### config.mk
export PLATFORM = sky130hd
export DESIGN_NAME = fetch_predict_top
export DESIGN_NICKNAME = d
export VERILOG_FILES = /design/src/common/bpu_pkg.sv /design/src/bpu/bht.sv /design/src/bpu/btb.sv /design/src/bpu/bpu.sv /design/src/hdl/pc_gen.sv /design/src/hdl/fetch_predict_top.sv
export VERILOG_INCLUDE_DIRS = /design/src /design/src/common
export SDC_FILE = /design/constraint.sdc
export NUM_CORES = 2
export LEC_CHECK = 0
export BUFFER_PORTS_ARGS = -buffer_cell sky130_fd_sc_hd__buf_4
export CAP_MARGIN = 10
export CORE_MARGIN = 8
export CORE_UTILIZATION = 51
export DETAILED_ROUTE_END_ITERATION = 8
export PLACE_DENSITY = 0.8
export SETUP_SLACK_MARGIN = 0.1
export SLEW_MARGIN = 15
export SYNTH_ARGS = -nofsm -noshare
export SYNTH_HDL_FRONTEND = slang
export SYNTH_SLANG_ARGS = --single-unit
### constraint.sdc
create_clock -name clk -period 6.1 [get_ports clk]
set_input_delay 1.83 -clock clk [delete_from_list [all_inputs] [get_ports clk]]
set_output_delay 1.83 -clock clk [all_outputs]
set_load 0.01 [all_outputs]
### src/common/bpu_cfg.svh
`ifndef BPU_CFG_SVH
`define BPU_CFG_SVH

////////////////////////////////////////////////////////////////////////////
// predictor table geometry
////////////////////////////////////////////////////////////////////////////

// counter table index, taken from pc just above the word offset
`define BHT_IDX_W 6

// target buffer index and stored tag
`define BTB_IDX_W 4
`define BTB_TAG_W 8

////////////////////////////////////////////////////////////////////////////
// fetch side
////////////////////////////////////////////////////////////////////////////

// first fetch address after reset
`define RESET_PC 32'h1c000000
// two words per bundle
`define FETCH_BYTES 8

`endif

### src/common/bpu_pkg.sv
package bpu_pkg;

    ////////////////////////////////////////////////////////////////////////
    // encodings
    ////////////////////////////////////////////////////////////////////////

    // major opcodes (inst[31:26]) of the control transfer group
    typedef enum logic [5:0] {
        bceqz_bcnez = 6'h12,
        jirl        = 6'h13,
        b           = 6'h14,
        bl          = 6'h15,
        beq         = 6'h16,
        bne         = 6'h17,
        blt         = 6'h18,
        bge         = 6'h19,
        bltu        = 6'h1a,
        bgeu        = 6'h1b
    } br_op_e;

    // 2-bit saturating counter, msb is the predicted direction
    typedef enum logic [1:0] {
        strong_nt = 2'b00,
        weak_nt   = 2'b01,
        weak_t    = 2'b10,
        strong_t  = 2'b11
    } ctr_e;

    ////////////////////////////////////////////////////////////////////////
    // bundles between fetch, predictor and backend
    ////////////////////////////////////////////////////////////////////////

    // words returned for the current fetch pc, slot 0 at pc
    typedef struct packed {
        logic [31:0] inst0;
        logic [31:0] inst1;
        logic [1:0]  slot_en;
    } fetch_bundle_t;

    // resolved branch from the backend, plus flush redirect
    typedef struct packed {
        logic        update_en;
        logic [31:0] pc;
        logic        taken_actual;
        logic [31:0] target;
        logic        flush;
        logic [31:0] flush_pc;
    } branch_update_t;

    typedef struct packed {
        logic        taken;
        logic        slot;
        logic [31:0] target;
        logic [1:0]  slot_valid;
        logic [1:0]  br_mask;
    } pred_t;

endpackage

### src/bpu/bht.sv
`timescale 1ns/1ps
`include "bpu_cfg.svh"

module bht (
    input  logic                    clk,
    input  logic                    rst_n,
    input  logic [31:0]             rd_pc0,
    input  logic [31:0]             rd_pc1,
    input  bpu_pkg::branch_update_t upd,
    output logic                    taken0,
    output logic                    taken1
);
    import bpu_pkg::*;

    localparam int ENTRIES = 1 << `BHT_IDX_W;

    ctr_e ctr_q [ENTRIES];

    logic [`BHT_IDX_W-1:0] rd_idx0;
    logic [`BHT_IDX_W-1:0] rd_idx1;
    logic [`BHT_IDX_W-1:0] wr_idx;

    // one step toward the resolved direction, stuck at the strong ends
    function automatic ctr_e ctr_step(input ctr_e cur, input logic taken);
        ctr_e nxt;
        case (cur)
            strong_nt: nxt = taken ? weak_nt  : strong_nt;
            weak_nt:   nxt = taken ? weak_t   : strong_nt;
            weak_t:    nxt = taken ? strong_t : weak_nt;
            default:   nxt = taken ? strong_t : weak_t;
        endcase
        return nxt;
    endfunction

    // word aligned index
    assign rd_idx0 = rd_pc0[`BHT_IDX_W+1:2];
    assign rd_idx1 = rd_pc1[`BHT_IDX_W+1:2];
    assign wr_idx  = upd.pc[`BHT_IDX_W+1:2];

    always_ff @(posedge clk or negedge rst_n) begin
        if (!rst_n) begin
            for (int i = 0; i < ENTRIES; i++) begin
                ctr_q[i] <= weak_nt;
            end
        end else if (upd.update_en) begin
            ctr_q[wr_idx] <= ctr_step(ctr_q[wr_idx], upd.taken_actual);
        end
    end

    assign taken0 = ctr_q[rd_idx0] inside {weak_t, strong_t};
    assign taken1 = ctr_q[rd_idx1] inside {weak_t, strong_t};

endmodule

### src/bpu/btb.sv
`timescale 1ns/1ps
`include "bpu_cfg.svh"

module btb (
    input  logic                    clk,
    input  logic                    rst_n,
    input  logic [31:0]             rd_pc0,
    input  logic [31:0]             rd_pc1,
    input  bpu_pkg::branch_update_t upd,
    output logic                    hit0,
    output logic                    hit1,
    output logic [31:0]             target0,
    output logic [31:0]             target1
);

    localparam int ENTRIES = 1 << `BTB_IDX_W;
    localparam int IDX_LSB = 2;
    localparam int TAG_LSB = IDX_LSB + `BTB_IDX_W;

    logic                  valid_q  [ENTRIES];
    logic [`BTB_TAG_W-1:0] tag_q    [ENTRIES];
    logic [31:0]           target_q [ENTRIES];

    logic [`BTB_IDX_W-1:0] rd_idx0;
    logic [`BTB_IDX_W-1:0] rd_idx1;
    logic [`BTB_IDX_W-1:0] wr_idx;
    logic [`BTB_TAG_W-1:0] rd_tag0;
    logic [`BTB_TAG_W-1:0] rd_tag1;
    logic [`BTB_TAG_W-1:0] wr_tag;
    logic                  wr_en;

    // index right above the word offset, tag right above the index
    assign rd_idx0 = rd_pc0[TAG_LSB-1:IDX_LSB];
    assign rd_idx1 = rd_pc1[TAG_LSB-1:IDX_LSB];
    assign wr_idx  = upd.pc[TAG_LSB-1:IDX_LSB];
    assign rd_tag0 = rd_pc0[TAG_LSB+`BTB_TAG_W-1:TAG_LSB];
    assign rd_tag1 = rd_pc1[TAG_LSB+`BTB_TAG_W-1:TAG_LSB];
    assign wr_tag  = upd.pc[TAG_LSB+`BTB_TAG_W-1:TAG_LSB];

    // only taken branches allocate
    assign wr_en = upd.update_en && upd.taken_actual;

    always_ff @(posedge clk or negedge rst_n) begin
        if (!rst_n) begin
            for (int i = 0; i < ENTRIES; i++) begin
                valid_q[i] <= 1'b0;
            end
        end else if (wr_en) begin
            valid_q[wr_idx] <= 1'b1;
        end
    end

    always_ff @(posedge clk) begin
        if (wr_en) begin
            tag_q[wr_idx]    <= wr_tag;
            target_q[wr_idx] <= upd.target;
        end
    end

    assign hit0    = valid_q[rd_idx0] && (tag_q[rd_idx0] == rd_tag0);
    assign hit1    = valid_q[rd_idx1] && (tag_q[rd_idx1] == rd_tag1);
    assign target0 = target_q[rd_idx0];
    assign target1 = target_q[rd_idx1];

endmodule

### src/bpu/bpu.sv
`timescale 1ns/1ps

module bpu (
    input  logic                    clk,
    input  logic                    rst_n,
    input  logic [31:0]             pc,
    input  logic                    stall,
    input  bpu_pkg::fetch_bundle_t  bundle,
    input  bpu_pkg::branch_update_t upd,
    output bpu_pkg::pred_t          pred
);
    import bpu_pkg::*;

    logic [31:0] pc1;
    logic [1:0]  br_mask;
    logic [1:0]  ctr_taken;
    logic [1:0]  btb_hit;
    logic [31:0] btb_target0;
    logic [31:0] btb_target1;
    logic [1:0]  slot_take;

    // major opcode check only, no further decode
    function automatic logic is_branch(input logic [5:0] op);
        logic hit;
        case (op)
            bceqz_bcnez, jirl, b, bl, beq, bne, blt, bge, bltu, bgeu: hit = 1'b1;
            default: hit = 1'b0;
        endcase
        return hit;
    endfunction

    // slot 1 sits one word after the fetch pc
    assign pc1 = pc + 32'd4;

    assign br_mask[0] = is_branch(bundle.inst0[31:26]);
    assign br_mask[1] = is_branch(bundle.inst1[31:26]);

    bht u_bht (
        .clk,
        .rst_n,
        .rd_pc0 (pc),
        .rd_pc1 (pc1),
        .upd,
        .taken0 (ctr_taken[0]),
        .taken1 (ctr_taken[1])
    );

    btb u_btb (
        .clk,
        .rst_n,
        .rd_pc0  (pc),
        .rd_pc1  (pc1),
        .upd,
        .hit0    (btb_hit[0]),
        .hit1    (btb_hit[1]),
        .target0 (btb_target0),
        .target1 (btb_target1)
    );

    // taken needs a target too, a counter alone cannot redirect
    assign slot_take = bundle.slot_en & br_mask & ctr_taken & btb_hit;

    always_comb begin
        pred = '0;
        if (!stall) begin
            pred.br_mask       = br_mask;
            pred.slot_valid[0] = bundle.slot_en[0];
            // anything after a taken slot 0 is on the wrong path
            pred.slot_valid[1] = bundle.slot_en[1] & ~slot_take[0];
            if (slot_take[0]) begin
                pred.taken  = 1'b1;
                pred.slot   = 1'b0;
                pred.target = btb_target0;
            end else if (slot_take[1]) begin
                pred.taken  = 1'b1;
                pred.slot   = 1'b1;
                pred.target = btb_target1;
            end
        end
    end

endmodule

### src/hdl/pc_gen.sv
`timescale 1ns/1ps
`include "bpu_cfg.svh"

module pc_gen (
    input  logic                    clk,
    input  logic                    rst_n,
    input  logic                    stall,
    input  bpu_pkg::pred_t          pred,
    input  bpu_pkg::branch_update_t upd,
    output logic [31:0]             pc
);

    logic [31:0] pc_seq;

    ////////////////////////////////////////////////////////////////////////
    // next fetch address
    ////////////////////////////////////////////////////////////////////////

    // fall through to the next aligned bundle
    assign pc_seq = pc + 32'(`FETCH_BYTES);

    // backend flush beats everything, even a held fetch
    always_ff @(posedge clk or negedge rst_n) begin
        if (!rst_n) begin
            pc <= `RESET_PC;
        end else if (upd.flush) begin
            pc <= upd.flush_pc;
        end else if (stall) begin
            pc <= pc;
        end else if (pred.taken) begin
            pc <= pred.target;
        end else begin
            pc <= pc_seq;
        end
    end

endmodule

### src/hdl/fetch_predict_top.sv
`timescale 1ns/1ps

module fetch_predict_top (
    input  logic                    clk,
    input  logic                    rst_n,
    input  logic                    stall,
    input  bpu_pkg::fetch_bundle_t  bundle,
    input  bpu_pkg::branch_update_t upd,
    output logic [31:0]             fetch_pc,
    output bpu_pkg::pred_t          pred
);

    ////////////////////////////////////////////////////////////////////////
    // fetch address register
    ////////////////////////////////////////////////////////////////////////

    pc_gen u_pc_gen (
        .clk,
        .rst_n,
        .stall,
        .pred,
        .upd,
        .pc    (fetch_pc)
    );

    ////////////////////////////////////////////////////////////////////////
    // prediction for the bundle at fetch_pc, same cycle
    ////////////////////////////////////////////////////////////////////////

    bpu u_bpu (
        .clk,
        .rst_n,
        .pc     (fetch_pc),
        .stall,
        .bundle,
        .upd,
        .pred
    );

endmodule

==> run metrics <==
outcome=complete, but fails checks; failing checks=negative setup slack; Die X=298.8 um; highest clock rate=between 150 and 200 MHz; Final Max Slew Viols=0; cell taking the most area after synthesis=edfxtp_1; Synth Net Count=2515; Slew headroom=16.90%; EDFF count, synth=640; drt pass-1 iters=6; FF-to-FF Start=u_pc_gen.pc[2]$_DFFE_PN0P_; RSZ-0062 raised after global routing=yes; Buffers on Ports=163; clock latency on the worst-skew pair=around 0.67 ns; crit path kind=register to output port; Startpoint Class=register; Largest stage delay, worst path=0.54 ns; io pins=about 240; GRT Total Usage=27.86%; Max Buffers Root-to-Sink=3; Worst-Margin Slew=~1.2 ns; cells along the critical path=ha_4 > buf_12 > buf_8 > mux4_2 > mux2i_1 > mux2i_2 > xnor2_1 > or4_4 > a221oi_4 > nand2_2 > buf_6 > nor2_4 > buf_12 > buf_6 > a32o_2 > buf_6; DRT Wirelength=127800 um; Initial DRC Count=3884; die height=298.8 um; Via Count=27070; die area=89270 um2; routed len/inst=34.40 um; R2R Setup Slk=1.24 ns; top_reg_cell synth=edfxtp_1; Reg2Reg Depth=17; Final Skew=0.04571 ns; DP Cell Count=3505; Synth area leaders=edfxtp_1 (47%), mux4_2 (24%), dfrtp_1 (6.7%), dfstp_2 (4.3%), mux2_2 (3.9%); largest net degree at the start of global routing=105; GR Overflow Total=0; CP max FO=8; synth unique cells=80; CP Capture Type=output port; CP dominant cell by count=buf_6; Rows=103; min-delay src=u_bpu.u_btb.valid_q[15]$_DFFE_PN0P_; Final period util=107.2%; #FFs+latches synth=816; fraction of registers with async set/reset=about 22%; Filler Cell Count=5422; Critical Path RT=4.27 ns; post-route insts no fill=3716; WP data arrival=4.71 ns; vias in the first global route=about 28000; slowest CP cell=or4_4; CORE AREA=79130 um2; max cap viols=0; Root Buffer=clkbuf_16; nets@finish=2762; Hold Crit Endpoint=u_bpu.u_btb.valid_q[15]$_DFFE_PN0P_; area share of the largest cell type after synthesis=a little under half; CTS tree=built; Gate Count Post-Synth=roughly 2300; Ys Warns=0; Sink Count=816; CTS HTree Levels=3; Post-synth top cells=edfxtp_1 (640), mux4_2 (434), nand2_1 (145); post-DP HPWL=roughly 73000 um; Layout Utilization=60.51%; final hold violation count=0; worst min-delay path class=register to register; crit path time final=6.537 ns; reg2reg end=u_pc_gen.pc[29]$_DFFE_PN0P_; Pwr Density=298.5 nW/um2; Netlist Area Pre-Place=40780 um2; Leak=0.01656 uW; # DRC=0; CTS Buf Count=83; Post-CTS Hold Buffers=0; sequential fraction of the synthesis area=58.13%; Avg Inst Size Synth=about 17 um2; first-pass GRT wire length=185500 um; clock slew at reported path FFs=around 0.060 ns; Syn-to-layout area delta=17.40%; final worst slack=-0.4374 ns; Final Setup Violations=34; Post-DRT Antenna Nets=0; vias per cell=7.285; hold path depth=1; routability congestion estimate=0.9134; Initial Util=approximately 52%; Max IR drop VDD=around 0.32 mV; layout cell share with drive strength beyond 1=between 40% and 50%; count leader, synth=edfxtp_1; initial antenna violation count=8
## registers in the layout, indices dropped and copies added, names as in the netlist
signal,cells
u_bpu.u_bht.ctr_q,128
u_bpu.u_btb.tag_q,128
u_bpu.u_btb.target_q,512
u_bpu.u_btb.valid_q,16
u_pc_gen.pc,32
## final cells by class
cell class / instances / area, um2 / share of cell area, %
sequential: 816 / 23720 / 49.55
multi-input combinational: 1327 / 16580 / 34.63
timing repair buffer: 345 / 3306 / 6.904
clock buffer: 107 / 2207 / 4.610
tap: 1050 / 1314 / 2.744
clock inverter: 47 / 660.6 / 1.380
inverter: 19 / 73.82 / 0.1542
antenna: 5 / 12.51 / 0.02613
## cell families after synthesis
group	after synthesis	synth area share, %
fa+ha+maj	4	0.1104
xor+xnor	34	0.8222
buf+inv	202	2.482
flops	816	58.13
compound gates	200	3.596
simple gates	436	5.084
mux	653	29.78
## cells in the final DEF, fill, tap and decap left out, drive strengths merged, types with 24 or more instances in the layout
| master | netlist | routed |
|---|---|---|
| a21oi | 38 | 38 |
| clkbuf | 78 | 107 |
| dfrtp | 109 | 109 |
| nand3 | 44 | 44 |
| edfxtp | 640 | 640 |
| mux2 | 142 | 142 |
| mux2i | 77 | 77 |
| nor3 | 24 | 24 |
| buf | 105 | 339 |
| nor2 | 102 | 102 |
| dfstp | 67 | 67 |
| mux4 | 434 | 434 |
| nand2 | 146 | 146 |
| clkinv | 0 | 28 |
## where the power goes
| part | internal, uW | switching [uW] | total, uW |
|---|---|---|---|
| sequential | 6230 | 142 | 6370 |
| clock | 3100 | 2260 | 5370 |
| combinational | 1200 | 1350 | 2550 |
## critical path: cells and delay by family, from the launching register on
family / cells / cell delay, ns
AOI/OAI and AO/OA: 2 / 0.50
adders and majority gates: 1 / 0.33
DFF: 1 / 0.52
buffers and inverters: 6 / 0.84
and+or+nand+nor: 3 / 0.85
xor gates and xnor gates: 1 / 0.15
muxes: 3 / 0.86
## layer usage
layer | global-route usage (%) | routed length (um) | up-vias
met1 | 35.36 | 42760 | 13860
met3 | 10.01 | 19020 | 458
met2 | 43.21 | 59780 | 2557
met4 | 12.43 | 6228 | 8
li1 | - | - | 10190
met5 | 0 | 54 | -
## through the flow
stage / setup slack, ns / cell area (um2) / hold WS, ns / total power, uW / setup TNS [ns]
floorplan: 0.1586 / 40780 / 0.4517 / 8046 / 0
global placement: -0.6550 / 43690 / 0.4671 / 8732 / -16.64
detailed placement: -0.7115 / 43690 / 0.4800 / 8807 / -19.39
CTS: -0.2335 / 47610 / 0.4975 / 14220 / -5.315
global route: -0.5157 / 47870 / 0.5181 / 14640 / -14.21
finish: -0.4374 / 47880 / 0.5009 / 14290 / -11.81
## worst max-delay path by stage
| stage | start | endpoint | slack (ns) | depth (start not counted) |
|---|---|---|---|---|
| after floorplan | bundle[64] | pred[4] | 0.16 | 11 |
| after global placement | bundle[31] | pred[21] | -0.65 | 11 |
| after detailed placement | bundle[31] | pred[21] | -0.71 | 11 |
| after CTS | u_pc_gen.pc[2]$_DFFE_PN0P_ | pred[15] | -0.23 | 16 |
| after global routing | u_pc_gen.pc[2]$_DFFE_PN0P_ | pred[21] | -0.52 | 16 |
| final | u_pc_gen.pc[2]$_DFFE_PN0P_ | pred[21] | -0.44 | 16 |
## what timing repair did
| item | 4_1_cts | 5_1_grt |
|---|---|---|
| buffers inserted | 34 | 11 |
| endpoints found under the setup margin | 35 | 34 |
| cloned | 9 | 0 |
| resized for setup | 115 | 37 |
| pin swaps | 30 | 20 |
Power figures use the tool's default switching activity.
